===== src/t07_pkg.sv =====
package t07_pkg;

    // cpu request opcode, same codes as the core's rwi lines
    typedef enum logic [1:0] {
        rwi_idle  = 2'b00, // nothing this cycle
        rwi_write = 2'b01, // store
        rwi_read  = 2'b10, // load
        rwi_fetch = 2'b11  // instruction fetch
    } rwi_e;

    // address map, cpu side
    localparam logic [31:0] instr_top = 32'd1024; // fetch region, inclusive
    localparam logic [31:0] data_low  = 32'd1056; // data region starts above this
    localparam logic [31:0] data_top  = 32'd1792; // data region end, inclusive
    localparam logic [31:0] disp_top  = 32'd2048; // display region end, exclusive

    localparam logic [7:0] bus_prefix = 8'h33; // top byte of every bus address

    // request from a bus master (mmio or host loader)
    typedef struct packed {
        logic        read;  // read strobe, held level
        logic        write; // write strobe, held level
        logic [31:0] addr;
        logic [31:0] data;  // store data
    } bus_req_t;

    // wishbone manager to subordinate
    typedef struct packed {
        logic        cyc;
        logic        stb;
        logic        we;
        logic [31:0] adr;
        logic [31:0] dat;
    } wb_m2s_t;

    // wishbone subordinate to manager
    typedef struct packed {
        logic        ack;
        logic [31:0] dat;
    } wb_s2m_t;

    typedef enum logic [1:0] {
        wbm_idle,  // waiting for a strobe
        wbm_cycle, // cyc/stb out, waiting for ack
        wbm_done   // busy falls, edge pulse
    } wbm_state_e;

    typedef enum logic [1:0] {
        spi_idle,     // cs high, sclk low
        spi_shift_lo, // sclk low half
        spi_shift_hi  // sclk high half
    } spi_state_e;

endpackage


===== src/t07_wb_manager.sv =====
`timescale 1ns/10ps

module t07_wb_manager (
    input  logic              clk,
    input  logic              reset_i,
    input  t07_pkg::bus_req_t req_i,       // granted request from the arbiter
    input  t07_pkg::wb_s2m_t  wb_i,        // ack and read data
    output t07_pkg::wb_m2s_t  wb_o,
    output logic              busy_o,      // high while the cycle runs
    output logic              busy_edge_o, // one pulse as busy falls
    output logic [31:0]       rdata_o      // last word read
);

    t07_pkg::wbm_state_e state_q;
    t07_pkg::wbm_state_e state_d;

    logic        strobe;  // read or write wanted
    logic [31:0] adr_q;   // latched on accept
    logic [31:0] dat_q;   // store data
    logic        we_q;    // direction of this cycle
    logic [31:0] rdata_q; // held until the next read

    assign strobe = req_i.read | req_i.write;

    always_comb begin
        state_d = state_q;
        case (state_q)
            t07_pkg::wbm_idle: begin
                if (strobe) state_d = t07_pkg::wbm_cycle; // cycle 0 accept
            end
            t07_pkg::wbm_cycle: begin
                if (wb_i.ack) state_d = t07_pkg::wbm_done; // ack in cycle 2
            end
            t07_pkg::wbm_done: begin
                state_d = t07_pkg::wbm_idle; // edge cycle, back to idle
            end
            default: begin
                state_d = t07_pkg::wbm_idle;
            end
        endcase
    end

    always_ff @(posedge clk) begin
        if (reset_i) begin
            state_q <= t07_pkg::wbm_idle;
        end else begin
            state_q <= state_d;
        end
    end

    always_ff @(posedge clk) begin
        if (state_q == t07_pkg::wbm_idle && strobe) begin
            adr_q <= req_i.addr;
            dat_q <= req_i.data;
            we_q  <= req_i.write; // write wins if both are high
        end
        if (state_q == t07_pkg::wbm_cycle && wb_i.ack && !we_q) begin
            rdata_q <= wb_i.dat; // ready in the busy_edge cycle
        end
    end

    // cyc and stb stay up from cycle 1 until ack
    assign wb_o.cyc = (state_q == t07_pkg::wbm_cycle);
    assign wb_o.stb = (state_q == t07_pkg::wbm_cycle);
    assign wb_o.we  = we_q;
    assign wb_o.adr = adr_q;
    assign wb_o.dat = dat_q;

    assign busy_o      = (state_q == t07_pkg::wbm_cycle);
    assign busy_edge_o = (state_q == t07_pkg::wbm_done);
    assign rdata_o     = rdata_q;

endmodule


===== config.mk =====
export PLATFORM = sky130hd
export DESIGN_NAME = t07_wb_manager
export DESIGN_NICKNAME = d
export VERILOG_FILES = /design/src/t07_pkg.sv /design/src/t07_wb_manager.sv
export SDC_FILE = /design/constraint.sdc
export NUM_CORES = 1
export LEC_CHECK = 0
export ABC_AREA = 1
export BUFFER_PORTS_ARGS = -buffer_cell sky130_fd_sc_hd__buf_2
export CAP_MARGIN = 20
export CORE_ASPECT_RATIO = 1.75
export CORE_UTILIZATION = 39
export CTS_BUF_LIST = sky130_fd_sc_hd__clkbuf_4 sky130_fd_sc_hd__clkbuf_8
export DETAILED_ROUTE_END_ITERATION = 8
export GPL_TIMING_DRIVEN = 0
export PLACE_DENSITY = 0.83
export SLEW_MARGIN = 25
export SYNTH_ARGS = -nofsm -noshare
export SYNTH_HDL_FRONTEND = slang
export SYNTH_SLANG_ARGS = --single-unit

===== constraint.sdc =====
create_clock -name clk -period 2.2 [get_ports clk]
set_input_delay 0.22 -clock clk [delete_from_list [all_inputs] [get_ports clk]]
set_output_delay 0.22 -clock clk [all_outputs]
set_load 0.01 [all_outputs]

==> results.yml <==
route:
  vias: 1891
  drcViolationCount: 0
  ant_nets: 0
  via_per_inst: 4.46
  wl_per_cell_um: 15.4
  wirelength_mm: 6.54
  firstDrtPassIters: 4
  drt_iter0_drc: 84
sta:
  post-route-period-util: 0.834
  grt_setup_unrepaired: "no"
  slew_headroom: 0.433
  fin_skew_ns: 0.00504
  max_freq_ghz: 0.545
  timing_hold_violations_final: 0
  drv_slew: 0
  setup_viol: 0
  min_period_ns: 1.83
  finalSetupTns_ns: 0
  hold_ws_ns: 0.0423
  tightest_slew_ns: 0.849
floorplan:
  die_w_um: 68.7
  dieHeight_um: 119
  core_area_sq_mm: 0.00757
  num_rows: 42
  dieArea_sq_mm: 0.00817
  start_util: 0.402
  ioPinCount: 202
final_layout:
  final_util: 0.582
  nNetsFinal: 432
  fin_area_sq_mm: 0.00440
  area_growth_pct: 44.7
  antennaDiodeCount: 0
  drive_above_1_share: 0.658
  layout_commonest_cell: "buf_2"
  nFillCells: 627
  most-common-layout-cells: "buf_2 (201), edfxtp_1 (97), clkbuf_8 (9)"
  layout.area.seq_sq_mm: 0.00295
  multi_input_area_sq_um: 50.0
cts:
  cts_tree: "yes"
  numCtsBuffers: 9
  clockRootBuffer: "clkbuf_8"
  htreeDepth: 3
  cts_sinks: 99
  cts_hold_buf: 0
  cts.repair.resized: 0
  clk_latency_ns: 0.35
  clkTransAtPathRegs_ns: 0.09
  post_cts_buffers: 0
  cts_buffer_depth: 2
critical_path:
  crit_arrival_ns: 1.81
  reg2regPathDepth: 4
  crit_buf_inv: 1
  r2r_start: "state_q[0]$_SDFFE_PP0P_"
  reg2reg_to: "rdata_o[23]$_DFFE_PP_"
  crit_chain: "inv_2, nor2_2, nand2_1, nor2_4"
  critPathMaxStageDelay_ns: 0.67
  path_max_fanout: 32
  crit_type: "flip-flop to flip-flop"
  crit_path_end_kind: "flip-flop"
  cp_top_family: "simple AND/OR/NAND/NOR gates"
  cp_slowest_cell: "nor2_4"
  reg2reg_setup_slack_ns: 0.37
  cp-start-kind: "flip-flop"
  crit_required_ns: 2.18
pwr:
  ir_worst_vdd_v: 0.000680
  total_power_w: 0.00384
  powerDensity_mw_per_mm2: 872
  p_leak_nw: 1.91
grt:
  track_usage: 0.168
  grt_pass1_vias: 2026
  antenna_found_initial: 0
  gr-total-overflow: 0
  grt_pass1_wl_mm: 9.44
  grt_max_degree: 65
synth:
  synth_compound_area_frac: 0.00165
  synth_warnings: 0
  netlist-cell-type-count: 10
  synth_top_family_by_area: "buffers and inverters"
  yosys.area_share.simple: 0.0123
  synth_mux_area_frac: 0
  synthCells: 118
  ys_seq_elements: 99
  synthXorXnorAreaFrac: 0
  synthAdderAreaFrac: 0
  syn_nets: 219
  postSynthAreaPerCell_sq_um: 25.8
  ys_seq_area_frac: 0.971
  synth_area_sq_mm: 0.00304
flow_run:
  drv_cap: 0
hold_path:
  hold_class: "primary input to flip-flop"
  hold_end: "rdata_o[17]$_DFFE_PP_"
  hold_depth: 1
  hp-start: "wb_i[17]"
placement:
  port_buffers: 201
  gp_congestion: 0.700
  dp_hpwl_mm: 5.13
  dpl-instance-area_sq_mm: 0.00419
run_status:
  outcome: "finished clean"
cell usage after synthesis:
master / n / share of area
inv_2: 1 / 0.0012
inv_1: 5 / 0.0062
nor2_1: 4 / 0.0049
nand3_1: 1 / 0.0016
edfxtp_1: 97 / 0.96
nand2_1: 3 / 0.0037
a21oi_1: 1 / 0.0016
dfxtp_1: 2 / 0.013
nor2_2: 1 / 0.0021
buf_4: 3 / 0.0074
logic make-up (layout without fill, tap and decap cells):
kind of cell,Yosys count,count (layout)
DFF,99,99
and+or+nand+nor,9,9
buffers and inverters,9,227
AOI/OAI and AO/OA,1,1
sequential cells by signal, indices dropped and copies added, names as in the netlist:
register,count
dat_q,32
state_q,2
adr_q,32
rdata_o,32
we_q,1
per-stage QoR:
stage          setup slack (ns)  instances
2_1_floorplan            0.0392        118
3_3_place_gp             -0.322        407
3_5_place_dp              0.350        408
4_1_cts                   0.323        424
5_1_grt                   0.172        424
6_report                  0.365        424
report_power, final:
part | internal (W) | leakage (nW) | total [W] | switching (W)
Sequential | 0.00224 | 0.944 | 0.00227 | 0.0000350
Combinational | 0.000169 | 0.869 | 0.000391 | 0.000222
Clock | 0.000625 | 0.0994 | 0.00118 | 0.000553
Total | 0.00303 | 1.91 | 0.00384 | 0.000810
worst max path at each step:
stage | from | end | slack [ns] | cells after the start
6_report | state_q[0]$_SDFFE_PP0P_ | rdata_o[23]$_DFFE_PP_ | 0.37 | 4
4_1_cts | state_q[0]$_SDFFE_PP0P_ | rdata_o[23]$_DFFE_PP_ | 0.32 | 4
2_1_floorplan | state_q[1]$_SDFFE_PP0P_ | adr_q[0]$_DFFE_PP_ | 0.04 | 3
3_3_place_gp | state_q[1]$_SDFFE_PP0P_ | adr_q[6]$_DFFE_PP_ | -0.32 | 3
5_1_grt | state_q[0]$_SDFFE_PP0P_ | rdata_o[23]$_DFFE_PP_ | 0.17 | 4
3_5_place_dp | state_q[0]$_SDFFE_PP0P_ | rdata_o[27]$_DFFE_PP_ | 0.35 | 4
layout make-up:
| cell class | instances | area share |
|---|---|---|
| Timing Repair Buffer | 202 | 0.235 |
| Clock inverter | 7 | 0.0188 |
| Buffer | 3 | 0.00512 |
| Tap cell | 88 | 0.0250 |
| Clock buffer | 9 | 0.0281 |
| Sequential cell | 99 | 0.671 |
| Multi-Input combinational cell | 10 | 0.0114 |
| Inverter | 6 | 0.00569 |
routing by layer:
metal | vias up | track usage | wire length (um)
li1 | 876 | - | -
met3 | 14 | 0.0666 | 674
met5 | - | 0 | 0
met2 | 125 | 0.282 | 3560
met1 | 876 | 0.176 | 2140
met4 | 0 | 0.0791 | 168
worst register-to-register path, delay by kind of cell, from the launching register on:
| family | cells | cell delay [ns] |
|---|---|---|
| buf+inv | 1 | 0.05 |
| flops | 1 | 0.40 |
| simple gates | 3 | 1.01 |
Note: power is estimated with default switching activity, not from simulation.
