## src/t07_pkg.sv

```systemverilog
package t07_pkg;

    // cpu request opcode, same codes as the core's rwi lines
    typedef enum logic [1:0] {
        rwi_idle  = 2'b00, // nothing this cycle
        rwi_write = 2'b01, // store
        rwi_read  = 2'b10, // load
        rwi_fetch = 2'b11  // instruction fetch
    } rwi_e;

    // address map, cpu side
    localparam logic [31:0] instr_top = 32'd1024; // fetch region, inclusive
    localparam logic [31:0] data_low  = 32'd1056; // data region starts above this
    localparam logic [31:0] data_top  = 32'd1792; // data region end, inclusive
    localparam logic [31:0] disp_top  = 32'd2048; // display region end, exclusive

    localparam logic [7:0] bus_prefix = 8'h33; // top byte of every bus address

    // request from a bus master (mmio or host loader)
    typedef struct packed {
        logic        read;  // read strobe, held level
        logic        write; // write strobe, held level
        logic [31:0] addr;
        logic [31:0] data;  // store data
    } bus_req_t;

    // wishbone manager to subordinate
    typedef struct packed {
        logic        cyc;
        logic        stb;
        logic        we;
        logic [31:0] adr;
        logic [31:0] dat;
    } wb_m2s_t;

    // wishbone subordinate to manager
    typedef struct packed {
        logic        ack;
        logic [31:0] dat;
    } wb_s2m_t;

    typedef enum logic [1:0] {
        wbm_idle,  // waiting for a strobe
        wbm_cycle, // cyc/stb out, waiting for ack
        wbm_done   // busy falls, edge pulse
    } wbm_state_e;

    typedef enum logic [1:0] {
        spi_idle,     // cs high, sclk low
        spi_shift_lo, // sclk low half
        spi_shift_hi  // sclk high half
    } spi_state_e;

endpackage

```

## src/t07_mmio.sv

```systemverilog
`timescale 1ns/10ps

module t07_mmio (
    // cpu side
    input  logic [31:0]       addr_i,       // byte-free word address from the core
    input  t07_pkg::rwi_e     rwi_i,        // idle / write / read / fetch
    input  logic [31:0]       mem_data_i,   // store data from the core
    output logic [31:0]       instr_o,      // fetched word
    output logic [31:0]       cpu_data_o,   // load data back to the core
    output logic              cpu_busy_o,   // stall the core

    // bus side, through the arbiter
    input  logic [31:0]       wb_data_i,    // read data held by the manager
    input  logic              wb_busy_i,
    input  logic              wb_busy_edge_i,
    output t07_pkg::bus_req_t bus_req_o,

    // display side
    input  logic              spi_busy_i,
    input  logic [31:0]       spi_data_i,   // last word shifted in
    output logic [31:0]       disp_data_o,
    output logic              disp_write_o
);

    logic        in_instr; // fetch region hit
    logic        in_data;  // data memory hit
    logic        in_disp;  // display register hit
    logic [31:0] bus_addr; // address as seen on the bus

    assign in_instr = addr_i <= t07_pkg::instr_top;
    assign in_data  = (addr_i > t07_pkg::data_low) && (addr_i <= t07_pkg::data_top);
    assign in_disp  = (addr_i > t07_pkg::data_top) && (addr_i < t07_pkg::disp_top);
    assign bus_addr = {t07_pkg::bus_prefix, addr_i[23:0]}; // top byte replaced

    assign cpu_busy_o = wb_busy_i | spi_busy_i; // either side stalls the core

    always_comb begin
        // defaults for anything unmapped or unused
        instr_o         = 32'hdeadbeef;
        cpu_data_o      = 32'hdeadbeef;
        bus_req_o.read  = 1'b0;
        bus_req_o.write = 1'b0;
        bus_req_o.addr  = 32'hdeadbeef;
        bus_req_o.data  = 32'hdeadbeef;
        disp_data_o     = 32'hdeadbeef;
        disp_write_o    = 1'b0;

        case (rwi_i)
            t07_pkg::rwi_fetch: begin
                if (in_instr) begin
                    bus_req_o.read = ~wb_busy_edge_i; // no reissue on the edge
                    bus_req_o.addr = bus_addr;
                    instr_o        = wb_data_i;
                end
            end
            t07_pkg::rwi_read: begin
                if (in_data) begin
                    bus_req_o.read = ~wb_busy_edge_i;
                    bus_req_o.addr = bus_addr;
                    cpu_data_o     = wb_data_i; // valid on busy_edge
                end else if (in_disp) begin
                    cpu_data_o = spi_data_i; // word captured by the last transfer
                end
            end
            t07_pkg::rwi_write: begin
                if (in_data) begin
                    bus_req_o.write = ~wb_busy_edge_i;
                    bus_req_o.addr  = bus_addr;
                    bus_req_o.data  = mem_data_i;
                end else if (in_disp) begin
                    disp_write_o = ~wb_busy_edge_i; // spi takes it only while idle
                    disp_data_o  = mem_data_i;
                end
            end
            default: begin
                // idle, outputs keep their defaults
            end
        endcase
    end

endmodule

```

## config.mk

```make
export PLATFORM = sky130hd
export DESIGN_NAME = t07_mmio
export DESIGN_NICKNAME = d
export VERILOG_FILES = /design/src/t07_pkg.sv /design/src/t07_mmio.sv
export SDC_FILE = /design/constraint.sdc
export NUM_CORES = 1
export LEC_CHECK = 0
export ABC_AREA = 1
export BUFFER_PORTS_ARGS = -buffer_cell sky130_fd_sc_hd__buf_2
export CORE_AREA = 2 2 117 119
export DETAILED_ROUTE_END_ITERATION = 6
export DIE_AREA = 0 0 119 121
export SLEW_MARGIN = 40
export SYNTH_ARGS = -nofsm -noshare
export SYNTH_HDL_FRONTEND = slang
export SYNTH_SLANG_ARGS = --single-unit
```

## constraint.sdc

```tcl
create_clock -name vclk -period 2.8
set_input_delay 0.56 -clock vclk [all_inputs]
set_output_delay 0.56 -clock vclk [all_outputs]
set_load 0.01 [all_outputs]
```

==> impl_metrics.csv, run 1 <==
group,metric,value,unit
floorplanning,die_h,121,µm
floorplanning,die_area,14400,µm²
flow_run,maxCapViolCount,0,
global_route,grt_first_pass_wirelength,15.8,mm
floorplanning,coreArea,13100,µm²
sta,period_needed,2.60,ns
global_route,grt_max_degree,45,
power_and_ir_drop,ir_worst_vdd,36.4,µV
synthesis,yosysWarningCount,0,
sta,hold_violations,0,
synthesis,synth_adder_area_share,0,%
worst_setup_path,critical_path.top_delay_family,"simple AND/OR/NAND/NOR gates",
global_route,antenna_found_initial,0,
route,firstDrtPassIters,4,
global_route,grt_pass1_vias,3138,
route,vias,3670,
global_route,grtUsageTotal,13.1,%
route,wl_per_cell,11.7,µm
sta,tns,0,ns
worst_setup_path,critPathLaunchType,"input port",
synthesis,synthCells,459,
placed_design,numPortBuffers,291,
power_and_ir_drop,p_leak,2.11,nW
route,wl_met1,4.55,mm
worst_setup_path,max_stage_delay,0.23,ns
placed_design,place_inst,911,
global_route,grt_overflow,0,
floorplanning,row_count,42,
sta,rsz0062_at_grt,"false",
worst_setup_path,crit_arrival,2.04,ns
synthesis,synthesis.area,2260,µm²
final_layout,fillers,1521,
route,wl_met2,5.42,mm
floorplanning,start_util,17.3,%
sta,drv_slew,0,
synthesis,synth_top_family_by_area,"simple AND/OR/NAND/NOR gates",
placed_design,dp_hpwl,9.16,mm
route,drt_iter0_drc,127,
synthesis,synth_xor_area_share,0,%
worst_setup_path,path_cells,"buf_2 -> nor2_1 -> nand3_1 -> nand3b_4 -> nor2_1 -> nand4_2 -> nand2_2 -> buf_12 -> nand2_1 -> buf_2",
power_and_ir_drop,powerDensity,53.3,nW/µm²
synthesis,synth_seq_area_share,0,%
final_layout,antenna_cells,0,
worst_setup_path,critPathSlowestCell,"nand3b_4",
final_layout,layout.nets,870,
synthesis,synth.distinct_cells,24,
final_layout,seq_cells,0,
worst_setup_path,worstPathRequired,2.24,ns
final_layout,clock_buffers,0,
synthesis,synth.avg_cell_area,4.93,µm²
final_layout,synthToLayoutAreaGrowth,71.3,%
run_status,status,"completed",
synthesis,synthMuxAreaShare,0,%
final_layout,regArea,0,µm²
synthesis,synthSimpleGateAreaFrac,65.2,%
worst_setup_path,end_kind,"output port",
worst_setup_path,critPathBufInv,3,
floorplanning,boundaryPins,297,
worst_setup_path,crit_type,"in -> out",
route,ant_nets,0,
clock_tree,post_cts_buffers,0,
sta,fmaxAchievable,0.385,GHz
route,wl_met3,634,µm
clock_tree,holdBufCountCts,0,
route,top_layer_used,"met4",
final_layout,drive_above_1_share,49.5,%
final_layout,stdcell_count,911,
route,drc_errors,0,
worst_setup_path,cp_max_fo,15,
sta,setup_viol,0,
clock_tree,post_cts_resized,0,
sta,fin_crit_sh,92.8,%
floorplanning,die_w,119,µm
placed_design,place_congestion,0.799,
route,routed_via_density,4.03,
worst_hold_path,hp-class,"in -> out",
synthesis,synth_compound_area_share,3.70,%
route,finalWirelength,10.7,mm
kinds of logic after synthesis:
| kind of cell | count (synthesis) |
|---|---|
| buf+inv | 150 |
| other cells | 2 |
| compound gates | 16 |
| simple gates | 291 |
final timing paths:
check                           end       start  depth (start not counted)
worst max-delay path  bus_req_o[35]  addr_i[15]                         10
worst min-delay path     cpu_busy_o   wb_busy_i                          3
layout by cell type (no fill, tap or decap), drive strengths merged:
cell,instances
inv,114
nand3,61
a21oi,5
or2,16
o21ai,11
clkinvlp,1
nand2,107
nand4,32
conb,6
nor2,74
nand3b,1
buf,307
synth_stat cells:
master | number | area (µm²)
a21oi_1 | 4 | 20.0
nand2_4 | 1 | 11.3
buf_6 | 9 | 101
nor2_2 | 14 | 87.6
inv_2 | 13 | 48.8
inv_1 | 102 | 383
nand4_2 | 1 | 12.5
nand3_2 | 4 | 40.0
clkbuf_1 | 4 | 15.0
nand2_1 | 103 | 387
nand4_1 | 31 | 194
or2_2 | 6 | 37.5
nand3_4 | 1 | 17.5
buf_2 | 7 | 35.0
nor2_4 | 11 | 124
nor2_1 | 49 | 184
a21oi_2 | 1 | 8.76
o21ai_0 | 11 | 55.1
nand2_2 | 3 | 18.8
or2_1 | 10 | 62.6
nand3_1 | 56 | 280
nand3b_4 | 1 | 20.0
buf_4 | 15 | 113
conb_1 | 2 | 7.51
stage by stage:
stage / hold slack [ns] / worst slack (ns) / power [mW] / utilization (%) / instance area (µm²)
2_1_floorplan: 1.15 / 0.518 / 0.0872 / - / 2280
3_3_place_gp: 1.38 / 0.138 / 0.205 / 29.5 / 3870
3_5_place_dp: 1.39 / 0.0967 / 0.206 / 29.5 / 3870
4_1_cts: 1.39 / 0.0844 / 0.207 / 29.5 / 3870
5_1_grt: 1.40 / 0.0250 / 0.232 / 29.6 / 3880
6_report: 1.39 / 0.201 / 0.207 / 29.6 / 3880
power breakdown:
| group | switching, mW | leakage, nW | internal (mW) |
|---|---|---|---|
| registers | 0 | 0 | 0 |
| logic | 0.115 | 2.11 | 0.0923 |
| clock network | 0 | 0 | 0 |
| total | 0.115 | 2.11 | 0.0923 |
routing by layer:
metal  up-vias  GRT usage, %
met1      1591          16.9
met3         4          1.55
met5         -             0
met2       158          24.2
met4         0         0.744
li1       1917             -
cell type report:
cell class	count	area, µm²	area share (%)
timing repair buffer	307	1630	41.9
multi-input combinational	313	1600	41.1
inverter	115	435	11.2
tap	176	220	5.68
Power figures use the tool's default switching activity.
==> run 2: changes to the inputs <==
--- a/config.mk
+++ b/config.mk
@@ -8,7 +8,8 @@
 export ABC_AREA = 1
 export BUFFER_PORTS_ARGS = -buffer_cell sky130_fd_sc_hd__buf_2
-export CORE_AREA = 2 2 117 119
+export CORE_AREA = 2 2 115 117
 export DETAILED_ROUTE_END_ITERATION = 6
-export DIE_AREA = 0 0 119 121
+export DIE_AREA = 0 0 117 119
+export PLACE_DENSITY = 0.62
 export SLEW_MARGIN = 40
 export SYNTH_ARGS = -nofsm -noshare
==> constraint.sdc (replaced) <==
create_clock -name vclk -period 2.8
set_input_delay 0.14 -clock vclk [all_inputs]
set_output_delay 0.14 -clock vclk [all_outputs]
set_load 0.01 [all_outputs]
==> run 2 against run 1 <==
Highest routed layer unchanged. Power is 0.41% higher. Flip-flop and latch count stayed put. Global-route usage is 0.064 points higher.
==> impl_metrics.csv, run 2 (same netlist as run 1, synthesis figures left out) <==
group,metric,value,unit
placed_design,place_inst,902,
clock_tree,post_cts_resized,0,
floorplanning,die_h,119,µm
sta,fin_crit_sh,78.2,%
placed_design,dpl_cell_area,3750,µm²
sta,setup_viol,0,
worst_setup_path,worstPathRequired,2.66,ns
final_layout,final_cell_mix,"buf_2, nand2_1, inv_1",
flow_run,maxCapViolCount,0,
final_layout,regArea,0,µm²
route,routed_via_density,4.02,
worst_setup_path,critPathLaunchType,"input port",
worst_setup_path,cp_max_fo,21,
placed_design,place_congestion,0.809,
floorplanning,die_area,13900,µm²
route,ant_nets,0,
power_and_ir_drop,ir_worst_vdd,37.1,µV
worst_setup_path,end_kind,"output port",
worst_hold_path,hp-class,"in -> out",
power_and_ir_drop,powerDensity,55.4,nW/µm²
sta,rsz0062_at_grt,"false",
worst_setup_path,endpoint,"cpu_data_o[2]",
floorplanning,die_w,117,µm
route,vias,3626,
final_layout,clock_buffers,0,
floorplanning,row_count,42,
final_layout,antenna_cells,0,
sta,drv_slew,0,
clock_tree,holdBufCountCts,0,
floorplanning,boundaryPins,297,
route,firstDrtPassIters,4,
run_status,status,"completed",
route,finalWirelength,10.6,mm
final_layout,synthToLayoutAreaGrowth,65.6,%
sta,tns,0,ns
placed_design,dp_hpwl,9.25,mm
floorplanning,start_util,17.6,%
power_and_ir_drop,p_leak,2.06,nW
worst_hold_path,hold_depth,3,
route,wl_per_cell,11.8,µm
sta,hold_violations,0,
global_route,grt_max_degree,27,
global_route,grt_pass1_vias,3002,
final_layout,stdcell_count,902,
final_layout,layout.nets,861,
global_route,antenna_found_initial,0,
sta,period_needed,2.19,ns
worst_setup_path,crit_type,"in -> out",
final_layout,drive_above_1_share,48.8,%
placed_design,numPortBuffers,291,
worst_setup_path,crit_start,"addr_i[3]",
worst_setup_path,crit_arrival,2.05,ns
final_layout,seq_cells,0,
global_route,grt_first_pass_wirelength,15.1,mm
final_layout,fillers,1500,
clock_tree,post_cts_buffers,0,
route,drc_errors,0,
placed_design,dpl_worst_slack,0.592,ns
final_layout,layout_commonest_cell,"buf_2",
global_route,grt_overflow,0,
sta,setup_ws,0.610,ns
final_layout,final_area,3750,µm²
floorplanning,coreArea,12900,µm²
global_route,grtUsageTotal,13.1,%
route,drt_iter0_drc,188,
sta,fmaxAchievable,0.457,GHz
==> run 2: report_power, final <==
| part | internal [mW] | leakage (nW) | total, mW | switching [mW] |
|---|---|---|---|---|
| sequential | 0 | 0 | 0 | 0 |
| combinational | 0.0913 | 2.06 | 0.208 | 0.116 |
| clock | 0 | 0 | 0 | 0 |
==> run 2: layer usage <==
metal,routed length [µm],track usage [%],up-vias
met1,4550,16.7,1564
met4,10,0.294,0
met3,773,0.967,2
met2,5280,25.1,158
met5,0,0,-
li1,-,-,1902
==> run 2: final cells by class <==
type,count,area [µm²],area share (%)
Tap cell,176,220,5.87
Inverter,115,432,11.5
Timing Repair Buffer,298,1510,40.3
Multi-Input combinational cell,313,1590,42.4
==> run 2: worst min path at each step <==
stage / slack [ns] / start / endpoint
floorplan: 0.31 / wb_busy_edge_i / bus_req_o[64]
global placement: 0.55 / wb_busy_i / cpu_busy_o
detailed placement: 0.55 / wb_busy_i / cpu_busy_o
CTS: 0.55 / wb_busy_i / cpu_busy_o
global route: 0.58 / mem_data_i[31] / disp_data_o[31]
finish: 0.55 / wb_busy_i / cpu_busy_o
==> run 2: metrics by stage <==
stage | total power, mW | util, % | hold WS (ns)
2_1_floorplan | 0.0872 | - | 0.311
3_5_place_dp | 0.208 | 29.1 | 0.548
5_1_grt | 0.235 | 29.1 | 0.578
4_1_cts | 0.208 | 29.1 | 0.549
6_report | 0.208 | 29.1 | 0.548
3_3_place_gp | 0.209 | 29.1 | 0.549
==> run 2: critical path, stage by stage <==
cell and delay, ns:
buf_2 0.11, nor2_2 0.16, nand3_2 0.10, nor2_4 0.13, nor2_4 0.06, buf_4 0.21
nor2_4 0.24, buf_4 0.30, nand2_2 0.22, nand2_1 0.11, nand3_1 0.09, buf_2 0.16
