File: src/t07_pkg.sv
package t07_pkg;

    // cpu request opcode, same codes as the core's rwi lines
    typedef enum logic [1:0] {
        rwi_idle  = 2'b00, // nothing this cycle
        rwi_write = 2'b01, // store
        rwi_read  = 2'b10, // load
        rwi_fetch = 2'b11  // instruction fetch
    } rwi_e;

    // address map, cpu side
    localparam logic [31:0] instr_top = 32'd1024; // fetch region, inclusive
    localparam logic [31:0] data_low  = 32'd1056; // data region starts above this
    localparam logic [31:0] data_top  = 32'd1792; // data region end, inclusive
    localparam logic [31:0] disp_top  = 32'd2048; // display region end, exclusive

    localparam logic [7:0] bus_prefix = 8'h33; // top byte of every bus address

    // request from a bus master (mmio or host loader)
    typedef struct packed {
        logic        read;  // read strobe, held level
        logic        write; // write strobe, held level
        logic [31:0] addr;
        logic [31:0] data;  // store data
    } bus_req_t;

    // wishbone manager to subordinate
    typedef struct packed {
        logic        cyc;
        logic        stb;
        logic        we;
        logic [31:0] adr;
        logic [31:0] dat;
    } wb_m2s_t;

    // wishbone subordinate to manager
    typedef struct packed {
        logic        ack;
        logic [31:0] dat;
    } wb_s2m_t;

    typedef enum logic [1:0] {
        wbm_idle,  // waiting for a strobe
        wbm_cycle, // cyc/stb out, waiting for ack
        wbm_done   // busy falls, edge pulse
    } wbm_state_e;

    typedef enum logic [1:0] {
        spi_idle,     // cs high, sclk low
        spi_shift_lo, // sclk low half
        spi_shift_hi  // sclk high half
    } spi_state_e;

endpackage

File: src/t07_bus_arbiter.sv
`timescale 1ns/10ps

module t07_bus_arbiter (
    input  logic              clk,
    input  logic              reset_i,
    input  t07_pkg::bus_req_t cpu_req_i,       // from the mmio decoder
    input  t07_pkg::bus_req_t host_req_i,      // from the program loader
    input  logic              mgr_busy_i,
    input  logic              mgr_busy_edge_i,
    output t07_pkg::bus_req_t mgr_req_o,       // owner's request
    output logic              cpu_busy_o,
    output logic              cpu_busy_edge_o,
    output logic              host_busy_o
);

    logic locked_q;   // an owner holds the manager
    logic host_own_q; // 1 host, 0 cpu
    logic host_pend;  // host wants a transfer
    logic cpu_pend;   // cpu wants a transfer
    logic mgr_idle;   // manager can accept this cycle
    logic pick_host;  // mux select toward the manager
    logic host_grant; // host is the locked owner
    logic cpu_grant;  // cpu is the locked owner

    assign host_pend = host_req_i.read | host_req_i.write;
    assign cpu_pend  = cpu_req_i.read | cpu_req_i.write;
    assign mgr_idle  = ~mgr_busy_i & ~mgr_busy_edge_i;

    assign pick_host  = locked_q ? host_own_q : host_pend; // host first when free
    assign host_grant = locked_q & host_own_q;
    assign cpu_grant  = locked_q & ~host_own_q;

    assign mgr_req_o = pick_host ? host_req_i : cpu_req_i;

    always_ff @(posedge clk) begin
        if (reset_i) begin
            locked_q   <= 1'b0;
            host_own_q <= 1'b0;
        end else if (locked_q) begin
            if (mgr_busy_edge_i) locked_q <= 1'b0; // release after the edge pulse
        end else if (mgr_idle && (host_pend || cpu_pend)) begin
            locked_q   <= 1'b1;      // manager accepts this cycle
            host_own_q <= host_pend; // same choice as the mux
        end
    end

    // owner follows the manager, a waiting requester sees busy
    assign cpu_busy_o      = cpu_grant ? mgr_busy_i : cpu_pend;
    assign host_busy_o     = host_grant ? mgr_busy_i : host_pend;
    assign cpu_busy_edge_o = cpu_grant & mgr_busy_edge_i; // only the owner gets it

endmodule

File: config.mk
export PLATFORM = sky130hd
export DESIGN_NAME = t07_bus_arbiter
export DESIGN_NICKNAME = d
export VERILOG_FILES = /design/src/t07_pkg.sv /design/src/t07_bus_arbiter.sv
export SDC_FILE = /design/constraint.sdc
export NUM_CORES = 1
export LEC_CHECK = 0
export BUFFER_PORTS_ARGS = -buffer_cell sky130_fd_sc_hd__buf_2
export CAP_MARGIN = 20
export CORE_MARGIN = 8
export CORE_UTILIZATION = 31
export CTS_CLUSTER_DIAMETER = 100
export DETAILED_ROUTE_END_ITERATION = 6
export PLACE_DENSITY = 0.88
export SLEW_MARGIN = 10
export SYNTH_ARGS = -nofsm -noshare
export SYNTH_HDL_FRONTEND = slang
export SYNTH_SLANG_ARGS = --single-unit
File: constraint.sdc
create_clock -name clk -period 3.35 [get_ports clk]
set_input_delay 0.5025 -clock clk [delete_from_list [all_inputs] [get_ports clk]]
set_output_delay 0.5025 -clock clk [all_outputs]
set_load 0.02 [all_outputs]
==> flow_summary.json, run 1 <==
{
  "status": "finished clean",
  "synth-edff-count": 0,
  "cts-root-buf": "clkbuf_8",
  "multi_input_comb_area_um2": 1080,
  "vias": 1655,
  "ys_top_cells_by_area": "mux2_4 71%, buf_12 9.5%, mux2_2 3.6%",
  "ant_nets": 0,
  "timing.rr.end": "host_own_q",
  "worst_pin_slew_ns": 0.575,
  "die_w_um": 79.8,
  "crit_type": "reg -> out",
  "min_period_ns": 2.52,
  "grt_overflow": 0,
  "wire_per_inst_um": 18.9,
  "crit_slowest_cell": "dfxtp_1",
  "reg2reg_from": "locked_q",
  "finalHoldViolCount": 0,
  "first_pass_iters": 4,
  "dr_wl_met3_um": 700,
  "p_int_w": 0.000346,
  "reg2reg_depth": 3,
  "hold_buffers": 0,
  "crit_path_end_kind": "output pin",
  "coreArea_um2": 3970,
  "viasPerCell": 4.73,
  "power_frac_clock": 0.157,
  "netlist_instances": 97,
  "drive_gt1_frac": 0.923,
  "dr_wl_met2_mm": 3.50,
  "clk_latency_ns": 0.21,
  "rsz0062_at_grt": "no",
  "diodes": 0,
  "maxSlewHeadroom": 0.612,
  "drt_iter0_drc": 36,
  "combinationalPowerShare": 0.795,
  "nFillCells": 364,
  "top_layer_used": "met4",
  "start_util": 0.318,
  "synth_top_cells_by_count": "60 x mux2_4, 6 x buf_12, 5 x a21oi_1, 4 x inv_1, 4 x mux2_2",
  "synth_fp_nets": 233,
  "seqCellArea_um2": 40.0,
  "yosys_register_bits": 2,
  "antenna_found_initial": 0,
  "period_share": 0.753,
  "synth_area_per_cell_um2": 13.0,
  "clk_path_buf_depth": 2,
  "peakVddDrop_mv": 0.217,
  "area_delta_synth_final_pct": 81.6,
  "die_area_um2": 6380,
  "p_per_area_nw_per_um2": 262,
  "ctsResizeCount": 0,
  "nets": 438,
  "grt_max_degree": 35,
  "min_from": "reset_i",
  "drc": 0,
  "path_buf_inv": 2,
  "cp.required_ns": 2.85,
  "final_util": 0.578,
  "dpl.hpwl_mm": 5.84,
  "wl_mm": 6.63,
  "hold_path.class": "in -> reg",
  "whs_ns": 0.472,
  "finalClockSkew_ns": 0.000775,
  "rows": 23,
  "port-buffer-count": 204,
  "post_cts_buffers": 0,
  "whs_path_depth": 2,
  "numCtsBuffers": 3,
  "synth_ff_type": "dfxtp_1",
  "switchingPower_w": 0.000256,
  "grt_pass1_wl_mm": 9.72,
  "crit_arrival_ns": 2.02,
  "yosysTopAreaCell": "mux2_4",
  "fp.dieH_um": 79.8,
  "p_seq_frac": 0.048,
  "gp_congestion": 0.915,
  "critPathMaxStageDelay_ns": 0.44,
  "cts.sinks": 2,
  "drv_slew": 0,
  "fin_tns_setup_ns": 0,
  "hold_end": "locked_q",
  "grt_usage": 0.191,
  "crit_chain": "nor2b_4 > or2_4 > buf_4 > mux2_2 > buf_2",
  "h-tree-depth": 1,
  "met1_length_mm": 2.21,
  "maxCapViolCount": 0,
  "cts_tree": "built",
  "synth.distinct_cells": 18,
  "yosys_warnings": 0,
  "pin_count": 205,
  "path_max_fanout": 13,
  "r2r_setup_slack_ns": 1.96,
  "first_global_vias": 1865,
  "yosysTopAreaCellShare": 0.713,
  "clk_pin_slew_ns": 0.03,
  "yosysMostFrequentCell": "mux2_4",
  "fmax_mhz": 397,
  "swShare": 0.425,
  "leakagePower_nw": 1.39,
  "synth_seq_area_share": 0.0317,
  "startpoint_type": "flop",
  "syn-cell-area_um2": 1260,
  "crit_family": "simple AND/OR/NAND/NOR gates",
  "async_reset_ff_frac": 0,
  "finalSetupViolCount": 0
}
registers in the layout, summed over array words and instances (netlist names):
signal,flops
host_own_q,1
locked_q,1
layout make-up:
| class | instances | area share |
|---|---|---|
| clock buffer | 3 | 0.0180 |
| inverter | 4 | 0.00654 |
| multi-input combinational | 84 | 0.471 |
| sequential | 2 | 0.0174 |
| tap | 50 | 0.0273 |
| timing repair buffer | 207 | 0.460 |
worst register-to-register path: stages, from the launching register on:
cell,delay (ns)
dfxtp_1,0.36
nor3_1,0.40
o41ai_1,0.22
a32o_1,0.30
cells by family after synthesis:
kind of cell	after synthesis	share of synthesized area
and+or+nand+nor	7	0.0386
DFF	2	0.0317
muxes	64	0.749
buffers and inverters	11	0.116
AOI/OAI and AO/OA	13	0.0653
worst max-delay path by stage:
stage	start	to	slack (ns)	cells past startpoint
after floorplan	host_req_i[64]	mgr_req_o[10]	1.42	5
after detailed placement	host_req_i[64]	mgr_req_o[2]	0.94	6
after global placement	host_req_i[64]	mgr_req_o[2]	0.96	6
after CTS	locked_q	mgr_req_o[2]	0.83	5
after global routing	locked_q	mgr_req_o[2]	0.72	5
final	locked_q	mgr_req_o[2]	0.83	5
stage by stage:
step	std cells	setup WS [ns]	cell area [um2]	power, W
6_report	350	0.828	2290	0.000602
5_1_grt	350	0.716	2290	0.000634
4_1_cts	350	0.834	2290	0.000607
3_5_place_dp	347	0.940	2250	0.000508
3_3_place_gp	347	0.959	2250	0.000499
2_1_floorplan	97	1.42	1260	0.000357
power by group through the flow:
| stage | sequential [W] | combinational (W) | clock (W) |
|---|---|---|---|
| 2_1_floorplan | 0.0000281 | 0.000328 | 0 |
| 3_3_place_gp | 0.0000288 | 0.000470 | 0 |
| 3_5_place_dp | 0.0000288 | 0.000479 | 0 |
| 4_1_cts | 0.0000286 | 0.000482 | 0.0000965 |
| 5_1_grt | 0.0000290 | 0.000506 | 0.0000993 |
| 6_report | 0.0000287 | 0.000479 | 0.0000948 |
layout by cell type (no fill, tap or decap), types with 2 or more instances in the layout:
| master | Yosys | layout |
|---|---|---|
| buf_4 | 0 | 2 |
| nor3_1 | 3 | 3 |
| mux2_2 | 4 | 4 |
| buf_2 | 0 | 204 |
| a21oi_1 | 5 | 5 |
| a22oi_1 | 2 | 2 |
| dfxtp_1 | 2 | 2 |
| o21ai_0 | 2 | 2 |
| inv_1 | 4 | 4 |
| clkbuf_8 | 0 | 3 |
| mux2_4 | 60 | 60 |
routing by layer:
metal,GRT usage,vias up
li1,-,776
met1,0.186,747
met2,0.365,116
met3,0.0574,16
met4,0.0709,0
met5,0,-
Note: power is estimated with default switching activity, not from simulation.
==> run 2: changes to the inputs <==
--- a/config.mk
+++ b/config.mk
@@ -8,10 +8,10 @@
 export BUFFER_PORTS_ARGS = -buffer_cell sky130_fd_sc_hd__buf_2
 export CAP_MARGIN = 20
 export CORE_MARGIN = 8
-export CORE_UTILIZATION = 31
+export CORE_UTILIZATION = 26
 export CTS_CLUSTER_DIAMETER = 100
 export DETAILED_ROUTE_END_ITERATION = 6
-export PLACE_DENSITY = 0.88
+export PLACE_DENSITY = 0.78
 export SLEW_MARGIN = 10
 export SYNTH_ARGS = -nofsm -noshare
 export SYNTH_HDL_FRONTEND = slang
==> constraint.sdc (replaced) <==
create_clock -name clk -period 2.2 [get_ports clk]
set_input_delay 0.33 -clock clk [delete_from_list [all_inputs] [get_ports clk]]
set_output_delay 0.33 -clock clk [all_outputs]
set_load 0.02 [all_outputs]
==> run 2 against run 1 <==
Effect of this change: combinational power rose by 56%; worst hold slack got worse by 0.18 ns; total power rose by 57%; routed wire length fell by 6.0%; via count fell by 3.2%; first-iteration DRC count fell by 42%; sequential share of layout area barely moved; utilization fell by 7.4 points; worst setup slack got worse by 0.72 ns; clock power rose by 61%; clock-buffer cell count did not move; highest routed layer unchanged.
==> flow_summary.json, run 2 (synthesized netlist as in run 1, its figures left out) <==
{
  "period_share": 0.950,
  "port-buffer-count": 204,
  "crit_arrival_ns": 1.76,
  "coreArea_um2": 4690,
  "cts_tree": "built",
  "cts.sinks": 2,
  "die_w_um": 85.7,
  "nets": 439,
  "first_global_vias": 1731,
  "hold_path.class": "in -> reg",
  "worst_pin_slew_ns": 0.382,
  "ant_nets": 0,
  "fmax_mhz": 478,
  "grt_usage": 0.145,
  "hold_buffers": 0,
  "finalClockSkew_ns": 0.00377,
  "clk_path_buf_depth": 2,
  "cp.required_ns": 1.87,
  "crit_family": "flip-flops",
  "wl_mm": 6.23,
  "final_cell_mix": "204 x buf_2, 60 x mux2_4, 5 x a21oi_1",
  "maxCapViolCount": 0,
  "drive_gt1_frac": 0.927,
  "startpoint_type": "flop",
  "rows": 25,
  "crit_path_end_kind": "output pin",
  "first_pass_iters": 4,
  "drv_slew": 0,
  "crit_chain": "nor2b_4 > or2_4 > clkbuf_16 > mux2_4 > buf_2",
  "wire_per_inst_um": 17.6,
  "grt_max_degree": 35,
  "leakagePower_nw": 1.41,
  "grt_overflow": 0,
  "min_period_ns": 2.09,
  "maxSlewHeadroom": 0.742,
  "crit_type": "reg -> out",
  "crit_slowest_cell": "dfxtp_1",
  "final_common_cell": "buf_2",
  "viasPerCell": 4.51,
  "p_per_area_nw_per_um2": 399,
  "finalHoldViolCount": 0,
  "area_delta_synth_final_pct": 87.0,
  "reg_top3": "host_own_q: 1 flops, locked_q: 1 flops",
  "diodes": 0,
  "nFillCells": 453,
  "rsz0062_at_grt": "no",
  "path_buf_inv": 2,
  "fp.dieH_um": 85.7,
  "finalSetupViolCount": 0,
  "peakVddDrop_mv": 0.463,
  "grt_pass1_wl_mm": 8.80,
  "start_util": 0.269,
  "gp_congestion": 0.830,
  "status": "finished clean",
  "drc": 0,
  "place_inst": 350,
  "numCtsBuffers": 3,
  "die_area_um2": 7350,
  "cts-root-buf": "clkbuf_8",
  "clk_latency_ns": 0.22,
  "vias": 1602,
  "antenna_found_initial": 0,
  "dpl.hpwl_mm": 5.44,
  "path_max_fanout": 17,
  "clk_pin_slew_ns": 0.03,
  "h-tree-depth": 1,
  "critPathMaxStageDelay_ns": 0.45,
  "pin_count": 205,
  "drt_iter0_drc": 21,
  "fin_cells": 355,
  "fin_tns_setup_ns": 0
}
-- run 2: routing by layer --
layer | part of all wire | vias to the layer above | global-route usage
met2 | 0.56 | 98 | 0.301
met1 | 0.34 | 721 | 0.132
met3 | 0.095 | 2 | 0.0449
li1 | - | 781 | -
met4 | 0.0034 | 0 | 0.0287
met5 | 0 | - | 0
-- run 2: stage by stage --
stage | instance area, um2 | total power (W) | util | setup slack (ns) | hold WS, ns
global placement | 2260 | 0.000760 | 0.482 | 0.289 | 0.519
CTS | 2300 | 0.000932 | 0.491 | 0.0131 | 0.291
floorplan | 1260 | 0.000543 | - | 0.476 | 0.399
finish | 2360 | 0.000944 | 0.504 | 0.109 | 0.287
global route | 2360 | 0.000992 | 0.504 | 0.0363 | 0.301
detailed placement | 2260 | 0.000774 | 0.482 | 0.233 | 0.521
-- run 2: path summary, 6_finish.rpt --
path	from	to	slack [ns]	cells after the start
max	host_own_q	mgr_req_o[10]	0.11	5
min	reset_i	locked_q	0.29	2
max reg2reg	locked_q	host_own_q	1.05	3
min reg2reg	locked_q	locked_q	0.52	2
-- run 2: what timing repair did --
item,in CTS,in global routing
gates resized for setup,0,2
setup endpoints to repair,0,56
setup buffers,0,0
-- run 2: report_power, final --
| part | total, W | internal, W | switching, W |
|---|---|---|---|
| clock network | 0.000153 | 0.000116 | 0.0000365 |
| registers | 0.0000435 | 0.0000391 | 0.00000432 |
| logic | 0.000747 | 0.000392 | 0.000355 |
-- run 2: final cells by class --
cell class	instances	area, um2	area share
sequential	2	41.3	0.0175
inverter	4	15.0	0.00635
tap	54	67.6	0.0286
clock buffer	3	41.3	0.0175
timing repair buffer	208	1120	0.473
multi-input combinational	84	1080	0.457
