==> config.mk <==
export PLATFORM = sky130hd
export DESIGN_NAME = t07_spi_tft
export DESIGN_NICKNAME = d
export VERILOG_FILES = /design/src/t07_pkg.sv /design/src/t07_spi_tft.sv
export SDC_FILE = /design/constraint.sdc
export NUM_CORES = 1
export LEC_CHECK = 0
export BUFFER_PORTS_ARGS = -buffer_cell sky130_fd_sc_hd__buf_2
export CAP_MARGIN = 20
export CORE_MARGIN = 1.5
export CORE_UTILIZATION = 59
export DETAILED_ROUTE_END_ITERATION = 10
export GPL_ROUTABILITY_DRIVEN = 0
export PLACE_DENSITY = 0.8
export SLEW_MARGIN = 20
export SYNTH_ARGS = -nofsm -noshare
export SYNTH_HDL_FRONTEND = slang
export SYNTH_SLANG_ARGS = --single-unit
==> constraint.sdc <==
create_clock -name clk -period 7.05 [get_ports clk]
set_input_delay 1.41 -clock clk [delete_from_list [all_inputs] [get_ports clk]]
set_output_delay 1.41 -clock clk [all_outputs]
set_load 0.05 [all_outputs]
==> src/t07_pkg.sv <==
package t07_pkg;

    // cpu request opcode, same codes as the core's rwi lines
    typedef enum logic [1:0] {
        rwi_idle  = 2'b00, // nothing this cycle
        rwi_write = 2'b01, // store
        rwi_read  = 2'b10, // load
        rwi_fetch = 2'b11  // instruction fetch
    } rwi_e;

    // address map, cpu side
    localparam logic [31:0] instr_top = 32'd1024; // fetch region, inclusive
    localparam logic [31:0] data_low  = 32'd1056; // data region starts above this
    localparam logic [31:0] data_top  = 32'd1792; // data region end, inclusive
    localparam logic [31:0] disp_top  = 32'd2048; // display region end, exclusive

    localparam logic [7:0] bus_prefix = 8'h33; // top byte of every bus address

    // request from a bus master (mmio or host loader)
    typedef struct packed {
        logic        read;  // read strobe, held level
        logic        write; // write strobe, held level
        logic [31:0] addr;
        logic [31:0] data;  // store data
    } bus_req_t;

    // wishbone manager to subordinate
    typedef struct packed {
        logic        cyc;
        logic        stb;
        logic        we;
        logic [31:0] adr;
        logic [31:0] dat;
    } wb_m2s_t;

    // wishbone subordinate to manager
    typedef struct packed {
        logic        ack;
        logic [31:0] dat;
    } wb_s2m_t;

    typedef enum logic [1:0] {
        wbm_idle,  // waiting for a strobe
        wbm_cycle, // cyc/stb out, waiting for ack
        wbm_done   // busy falls, edge pulse
    } wbm_state_e;

    typedef enum logic [1:0] {
        spi_idle,     // cs high, sclk low
        spi_shift_lo, // sclk low half
        spi_shift_hi  // sclk high half
    } spi_state_e;

endpackage

==> src/t07_spi_tft.sv <==
`timescale 1ns/10ps

module t07_spi_tft #(
    parameter int unsigned spi_bits = 32 // transfer length, at most 32
) (
    input  logic        clk,
    input  logic        reset_i,
    input  logic        write_i,  // display store from the decoder
    input  logic [31:0] data_i,
    input  logic        miso_i,
    output logic        busy_o,
    output logic [31:0] rdata_o,  // bits captured by the last transfer
    output logic        sclk_o,
    output logic        cs_o,     // active low
    output logic        mosi_o
);

    t07_pkg::spi_state_e state_q;

    logic [5:0]  bit_q;  // bits sent so far
    logic [31:0] tx_q;   // msb goes out first
    logic [31:0] rx_q;   // shifts in from the right
    logic        sclk_q;
    logic        cs_q;
    logic [31:0] rdata_q;

    always_ff @(posedge clk) begin
        if (reset_i) begin
            state_q <= t07_pkg::spi_idle;
            sclk_q  <= 1'b0;
            cs_q    <= 1'b1; // deselected
            rdata_q <= 32'd0;
            bit_q   <= 6'd0;
        end else begin
            case (state_q)
                t07_pkg::spi_idle: begin
                    if (write_i) begin
                        state_q <= t07_pkg::spi_shift_lo;
                        cs_q    <= 1'b0;
                        bit_q   <= 6'd0;
                    end
                end
                t07_pkg::spi_shift_lo: begin
                    sclk_q  <= 1'b1; // rising edge, both sides sample
                    state_q <= t07_pkg::spi_shift_hi;
                end
                t07_pkg::spi_shift_hi: begin
                    sclk_q <= 1'b0; // falling edge, next bit goes out
                    if (bit_q == 6'(spi_bits - 1)) begin
                        state_q <= t07_pkg::spi_idle;
                        cs_q    <= 1'b1;
                        rdata_q <= rx_q; // whole word in
                    end else begin
                        bit_q   <= bit_q + 6'd1;
                        state_q <= t07_pkg::spi_shift_lo;
                    end
                end
                default: begin
                    state_q <= t07_pkg::spi_idle;
                end
            endcase
        end
    end

    always_ff @(posedge clk) begin
        if (state_q == t07_pkg::spi_idle && write_i) begin
            tx_q <= data_i << (32 - spi_bits); // left aligned
            rx_q <= 32'd0;
        end else if (state_q == t07_pkg::spi_shift_lo) begin
            rx_q <= {rx_q[30:0], miso_i}; // sample with sclk rising
        end else if (state_q == t07_pkg::spi_shift_hi) begin
            tx_q <= {tx_q[30:0], 1'b0};
        end
    end

    assign busy_o  = (state_q != t07_pkg::spi_idle);
    assign sclk_o  = sclk_q;
    assign cs_o    = cs_q;
    assign mosi_o  = ~cs_q & tx_q[31]; // quiet low while deselected
    assign rdata_o = rdata_q;

endmodule

==> flow_summary.ini, run 1 <==
[critical_path]
slowest_stage = dfxtp_1
worst_ep_required_time_ps = 5640
crit_arrival_ps = 1560
path_common_cell = inv_1
critical-path-top-delay-family = buffers and inverters
cp_cell_sequence = inv_1 -> ha_1 -> inv_1 -> buf_2
timing.rr.start = state_q[1]
worst-path-max-fanout = 7
startpoint_type = flip-flop
timing_worst_setup_path_type = flip-flop to primary output
end_kind = primary output
worst_path_largest_cell_delay_ps = 420
critPathBufInv = 3
worst-r2r-setup-slack_ps = 4630
startpoint = state_q[0]

[cells_and_area]
seqCellArea_mm2 = 0.00244
drive_gt1_frac = 0.184
postLayoutCellArea_mm2 = 0.00474
multi_input_area_mm2 = 0.00159
num-fill-cells = 543
fin_util = 0.698
areaGrowthSynthToFinish_pct = 14.2
finalNonFillerCells = 608
antenna_cells = 0
nNetsFinal = 550

[timing]
setup_viol = 0
layout_setup_ws_ps = 4080
rsz0062_at_grt = no
slew_headroom = 0.303
drv_slew = 0
final.setup.tns_ps = 0
fin_skew_ps = 7.57
worstMarginPinSlew_ps = 1040
max_clock_freq_mhz = 337
fin_crit_ps = 2970
final_hold_viol_count = 0
finalCritPeriodShare = 0.421

[grt]
grt_pass1_wl_um = 13000
globalRouteOverflowTotal = 0
grt_max_degree = 65
grt_antenna_before_repair = 0
grt_pass1_vias = 2966
global_route.usage.total = 0.221

[routing]
num_vias = 3149
avgRoutedWirePerCell_um = 13.1
wl_met2_um = 3910
first_iter_violations = 138
drc_errors = 0
detail-route-antenna-nets = 0
top_layer = met4
dr_wl_met3_um = 330
wirelength_met1_um = 3620
vias_per_cell = 5.18
wl_um = 7980
first_pass_iters = 4

[yosys]
synth_area_leaders = dfxtp_1 (36%), edfxtp_1 (23%), nand2_1 (15%)
synth-edff-count = 32
synth_cell_types = 31
yosysTopAreaCell = dfxtp_1
synth_flop_cell = dfxtp_1
netlist_area_mm2 = 0.00415
synth.avg_cell_area_um2 = 9.21
synthCells = 451
yosysMostFrequentCell = nand2_1
syn_nets = 493
yosysWarnings = 0
synth_top_area_share = 0.357
ys_seq_elements = 106
yosysSeqAreaShare = 0.588
synth_commonest_cells = nand2_1 (167), dfxtp_1 (74), a21oi_1 (40)
async_reset_ff_frac = 0

[clock_network]
htree_levels = 3
cts_tree = yes
hold_buffers = 0
clk_pin_slew_ps = 90
postCtsSetupBuffers = 0
cts_num_sinks = 106
cts_inserted_buffers = 9
clock_path_buffers = 2
cts-root-buf = clkbuf_8
cts.repair.resized = 0
insertion_delay_ps = 350

[worst_hold_path]
hold_path_class = flip-flop to flip-flop
min_from = rdata_o[3]

[floorplanning]
initial_core_util = 0.611
core-area_mm2 = 0.00679
die_y_um = 86.9
fp.dieArea_mm2 = 0.00755
io_pins = 72
rows = 30
die-width_um = 86.9

[placement]
dp.cells = 593
io_buffers = 71
dpl-instance-area_mm2 = 0.00454
hpwlAfterDp_um = 5260
place_ws_ps = 3780

[status]
outcome = complete, no violations

[power]
ir_drop_v = 0.000165
powerDensity_mw_per_mm2 = 247
leakage_nw = 1.99

[run]
cap_violations = 0
-- placed cells by master (no fill, tap or decap), types with 4 or more instances in the layout --
cell type,count
a21oi_1,39
buf_2,71
clkbuf_8,10
dfxtp_1,74
edfxtp_1,32
ha_1,5
inv_1,4
mux2i_1,33
nand2_1,166
nand3_1,5
nor2_1,34
-- stage by stage --
| stage | power (mW) | hold slack, ps |
|---|---|---|
| floorplan | 0.782 | 431 |
| global placement | 0.811 | 441 |
| detailed placement | 0.816 | 446 |
| CTS | 1.18 | 459 |
| global route | 1.21 | 483 |
| finish | 1.17 | 453 |
-- power by group --
| part | switching (mW) | internal [mW] |
|---|---|---|
| clock network | 0.194 | 0.176 |
| logic | 0.0833 | 0.0400 |
| registers | 0.0102 | 0.668 |
-- routing by layer --
layer | up-vias | global-route usage
met5 | - | 0
met4 | 0 | 0.0836
met3 | 10 | 0.0351
met2 | 77 | 0.386
met1 | 1467 | 0.276
li1 | 1595 | -
-- state kept, by name, indices dropped and copies added (netlist names) --
signal / flops
rdata_o: 32
rx_q: 32
tx_q: 32
bit_q: 6
state_q: 2
cs_o: 1
sclk_o: 1
-- path summary, 6_finish.rpt --
| path | to | depth (start not counted) |
|---|---|---|
| max reg2reg | bit_q[5] | 7 |
| min | rdata_o[3] | 2 |
| max | busy_o | 4 |
| min reg2reg | rdata_o[3] | 2 |
-- area by class of cell --
type / count / share of cell area
sequential: 106 / 0.515
multi-input combinational: 314 / 0.336
timing repair buffer: 73 / 0.0781
clock buffer: 11 / 0.0343
tap: 96 / 0.0253
clock inverter: 4 / 0.00792
inverter: 4 / 0.00317
-- cells by family (layout without fill, tap and decap cells) --
logic type | count (synthesis) | after routing | share of synthesized area
muxes | 33 | 33 | 0.0795
DFF | 106 | 106 | 0.588
AOI/OAI and AO/OA | 52 | 52 | 0.0684
buffers and inverters | 31 | 92 | 0.0310
adders and majority gates | 6 | 6 | 0.0181
and+or+nand+nor | 223 | 223 | 0.215
-- worst min-delay path, cell delays in order (launching register included) --
cell	delay, ps
dfxtp_1	320
nand2_1	50
a21oi_1	50
Note: power is estimated with default switching activity, not from simulation.
==> inputs of run 2 (changes only) <==
Settings changed: ABC_AREA set to 1, CORE_UTILIZATION 59 to 50, PLACE_DENSITY 0.8 to 0.72.
Clock period 7.05 ns to 2.7 ns, I/O delays scaled along.
==> flow_summary.ini, run 2 <==
[yosys]
yosysSeqAreaShare = 0.580
async_reset_ff_frac = 0
ys_seq_elements = 106
synth_mux_area_frac = 0
synth-simple-area-share = 0.191
synth_compound_area_frac = 0.134
synth.avg_cell_area_um2 = 8.34
yosysWarnings = 0
synth_commonest_cells = nand2_1 (117), nor2_1 (76), dfxtp_1 (74)
synth_cell_types = 21
netlist_area_mm2 = 0.00421
synth-edff-count = 32
synth-xor-area-share = 0
synthCells = 505
yosysTopAreaCell = dfxtp_1
yosysMostFrequentCell = nand2_1
synth_flop_cell = dfxtp_1
synth_fa_ha_area_frac = 0.0178
synth_top_family_by_area = simple AND/OR/NAND/NOR gates
syn_nets = 547
synth_top_area_share = 0.352
synth_area_leaders = dfxtp_1 (35%), edfxtp_1 (23%), nand2_1 (10%)

[critical_path]
worst_ep_required_time_ps = 2160
crit_arrival_ps = 1540
startpoint_type = flip-flop
end_kind = primary output
worst-r2r-setup-slack_ps = 700
timing_worst_setup_path_type = flip-flop to primary output
worst-path-max-fanout = 4

[timing]
hold_slack_ps = 404
fin_crit_ps = 2080
rsz0062_at_grt = no
finalCritPeriodShare = 0.769
drv_slew = 0
fin_skew_ps = 15.2
slew_headroom = 0.381
max_clock_freq_mhz = 482
final.setup.tns_ps = 0
final_hold_viol_count = 0
worstMarginPinSlew_ps = 927
setup_viol = 0

[power]
leakage_nw = 2.22
p_int_mw = 2.94
powerDensity_mw_per_mm2 = 909
ir_drop_v = 0.000464
clock_power_share = 0.224
switchingPower_mw = 1.46
swShare = 0.332
combPwrFrac = 0.235
seqPwrFrac = 0.541

[cells_and_area]
antenna_cells = 0
fin_util = 0.593
num-fill-cells = 771
final_common_cell = nand2_1
areaGrowthSynthToFinish_pct = 15.1
nNetsFinal = 610
drive_gt1_frac = 0.182
most-common-layout-cells = nand2_1 (116), nor2_1 (76), dfxtp_1 (74)

[grt]
globalRouteOverflowTotal = 0
grt_pass1_wl_um = 12900
grt_pass1_vias = 2999
grt_antenna_before_repair = 0
global_route.usage.total = 0.183
grt_max_degree = 48

[floorplanning]
io_pins = 72
core-area_mm2 = 0.00818
rows = 33
die_y_um = 94.8
die-width_um = 94.8
initial_core_util = 0.515
fp.dieArea_mm2 = 0.00898

[clock_network]
clk_pin_slew_ps = 100
cts.repair.resized = 0
postCtsSetupBuffers = 0
cts_tree = yes
clock_path_buffers = 2
hold_buffers = 0
cts-root-buf = clkbuf_8
insertion_delay_ps = 370
cts_inserted_buffers = 9
htree_levels = 3
cts_num_sinks = 106

[routing]
avgRoutedWirePerCell_um = 11.5
vias_per_cell = 4.88
num_vias = 3306
first_pass_iters = 4
detail-route-antenna-nets = 0
drc_errors = 0
wl_um = 7790
first_iter_violations = 154

[placement]
hpwlAfterDp_um = 5090
io_buffers = 71

[run]
cap_violations = 0

[worst_hold_path]
hold_path_class = input pin to flip-flop

[status]
outcome = complete, no violations
## run 2: layout make-up
type	count	area, um^2	share of cell area
clock buffers	11	153	0.0315
clock inverters	5	48.8	0.0101
inverters	51	191	0.0395
multi-input cells	320	1460	0.301
flip-flops and latches	106	2440	0.504
well taps	105	131	0.0271
repair buffers	80	423	0.0873
## run 2: power groups by stage
stage / Sequential (mW) / Clock (mW) / Combinational (mW)
finish: 2.38 / 0.985 / 1.03
detailed placement: 2.41 / 0 / 1.04
global route: 2.43 / 1.05 / 1.21
global placement: 2.40 / 0 / 1.01
floorplan: 2.38 / 0 / 0.783
CTS: 2.38 / 1.01 / 1.05
## run 2: layer usage
metal | vias up | GRT usage | wire length [um]
li1 | 1731 | - | -
met1 | 1478 | 0.228 | 3570
met2 | 87 | 0.302 | 3680
met3 | 10 | 0.0403 | 425
met4 | 0 | 0.0808 | 106
met5 | - | 0 | 0
## run 2: path summary, 6_finish.rpt
path / from / end / cells past startpoint
setup / recovery: state_q[0] / busy_o / 4
hold reg to reg: rdata_o[11] / rdata_o[11] / 2
hold / removal: miso_i / rx_q[0] / 3
setup reg to reg: bit_q[0] / rdata_o[18] / 7
## run 2: metrics by stage
step	std cells	setup WS [ps]	total power, mW	area [um^2]
6_report	678	625	4.40	4850
5_1_grt	678	493	4.69	4850
4_1_cts	678	606	4.44	4850
3_5_place_dp	662	715	3.45	4640
3_3_place_gp	662	798	3.41	4640
2_1_floorplan	505	199	3.17	4220
## run 2: worst max-delay path, stage by stage, from the launching register on
cell,delay [ps]
dfxtp_1,400
inv_1,90
ha_1,270
inv_1,130
buf_2,280
## run 2: logic make-up (layout without fill, tap and decap cells)
| logic type | count (synthesis) | after routing |
|---|---|---|
| compound gates | 110 | 110 |
| fa+ha+maj | 6 | 6 |
| buf+inv | 79 | 147 |
| simple gates | 204 | 204 |
| flops | 106 | 106 |
==> inputs of run 3 (changes only) <==
Settings changed: ABC_AREA 1 to 0.
Clock period 2.7 ns to 1.7 ns, I/O delays scaled along.
==> flow_summary.ini, run 3 (synthesized netlist as in run 1, its figures left out) <==
[cells_and_area]
most-common-layout-cells = nand2_1 (166), dfxtp_1 (72), buf_2 (70)
multi_input_area_mm2 = 0.00162
final_common_cell = nand2_1
num-fill-cells = 697
antenna_cells = 0
seqCellArea_mm2 = 0.00244
areaGrowthSynthToFinish_pct = 18.7
nNetsFinal = 564
drive_gt1_frac = 0.222

[routing]
vias_per_cell = 5.02
detail-route-antenna-nets = 0
first_iter_violations = 88
wirelength_met1_um = 3650
wl_um = 7670
top_layer = met4
first_pass_iters = 4
num_vias = 3171
drc_errors = 0
avgRoutedWirePerCell_um = 12.1
wl_met2_um = 3570
dr_wl_met3_um = 384

[worst_hold_path]
hold-path-cell-count = 3
min_from = data_i[5]
hold_end = tx_q[5]
hold_path_class = input pin to flip-flop

[clock_network]
cts-root-buf = clkbuf_8
cts_inserted_buffers = 9
insertion_delay_ps = 360
clk_pin_slew_ps = 110
cts_num_sinks = 106
htree_levels = 3
clock_path_buffers = 2
cts_tree = yes

[grt]
global_route.usage.total = 0.177
globalRouteOverflowTotal = 0
grt_pass1_vias = 2862
grt_pass1_wl_um = 12500
grt_antenna_before_repair = 0
grt_max_degree = 33

[critical_path]
critical-path-top-delay-family = flip-flops
timing_worst_setup_path_type = flip-flop to primary output
slowest_stage = dfxtp_2
rr_endpoint = bit_q[5]
rr_worst_depth = 6
critPathBufInv = 3
worst-path-max-fanout = 5
worst-r2r-setup-slack_ps = 140
worst_ep_required_time_ps = 1360
timing.rr.start = state_q[0]
cp_cell_sequence = inv_2 -> ha_4 -> clkinvlp_4 -> buf_4
end_kind = primary output
crit_arrival_ps = 1250
startpoint_type = flip-flop
cp_num_cells = 4
worst_path_largest_cell_delay_ps = 390

[timing]
worstMarginPinSlew_ps = 296
drv_slew = 0
final.setup.tns_ps = 0
rsz0062_at_grt = no
fin_crit_ps = 1590
final_hold_viol_count = 0
setup_viol = 0
hold_slack_ps = 232
max_clock_freq_mhz = 629
finalCritPeriodShare = 0.936
fin_skew_ps = 11.8
slew_headroom = 0.801

[power]
leakage_nw = 2.06
finalPower_mw = 4.82
powerDensity_mw_per_mm2 = 978
ir_drop_v = 0.000441

[floorplanning]
die_y_um = 94.1
io_pins = 72
rows = 33
core-area_mm2 = 0.00813
die-width_um = 94.1
fp.dieArea_mm2 = 0.00886
initial_core_util = 0.511

[placement]
hpwlAfterDp_um = 5250
io_buffers = 71

[run]
cap_violations = 0

[status]
outcome = complete, no violations
==> run 3: changes by cell type in the layout (fill, tap and decap cells not counted), sizes merged, moves of 3 or more <==
cell	delta
mux2i	+33
a31oi	+3
nor2	-44
o21ai	-67
inv	-47
nand2	+49
nor2b	+3
buf	+7
==> run 3: repair_timing <==
| item | in CTS | in global routing |
|---|---|---|
| buffers inserted | 0 | 1 |
| hold buffers | 0 | 0 |
| resized for setup | 0 | 3 |
| setup endpoints to repair | 0 | 2 |
==> run 3: per-stage QoR <==
stage                     worst slack [ps]  instances  cell area (um^2)   util
after detailed placement              79.2        615              4730  0.582
after global placement                 148        615              4730  0.582
after global routing                  29.8        632              4930  0.606
after floorplan                      -99.4        451              4210      -
after CTS                             3.87        631              4920  0.604
final                                  110        632              4930  0.606
==> run 3: where the power goes <==
part / internal [mW] / switching (mW)
Clock: 0.559 / 0.874
Combinational: 0.215 / 0.359
Sequential: 2.77 / 0.0397
==> run 3: area by class of cell <==
type / count / share of cell area
Tap cell: 105 / 0.0267
Clock inverter: 7 / 0.0122
Timing Repair Buffer: 87 / 0.107
Sequential cell: 106 / 0.496
Multi-Input combinational cell: 314 / 0.329
Clock buffer: 9 / 0.0251
Inverter: 4 / 0.00381
==> run 3: worst reg2reg max path, delay by kind of cell, from the launching register on <==
family / cells / cell delay (ps)
simple gates: 2 / 690
flops: 1 / 360
compound gates: 2 / 210
fa+ha+maj: 1 / 160
buf+inv: 1 / 80
==> run 3: how the worst max path moves through the flow <==
stage / endpoint / slack, ps / startpoint
floorplan: tx_q[0] / -100 / state_q[1]
global placement: bit_q[5] / 150 / state_q[1]
detailed placement: bit_q[5] / 80 / state_q[1]
CTS: busy_o / 4 / state_q[0]
global route: bit_q[0] / 30 / bit_q[0]
finish: busy_o / 110 / state_q[0]
==> run 3: metal layers <==
metal / GRT usage / vias up
li1: - / 1626
met1: 0.229 / 1473
met2: 0.292 / 67
met3: 0.0372 / 5
met4: 0.0622 / 0
met5: 0 / -
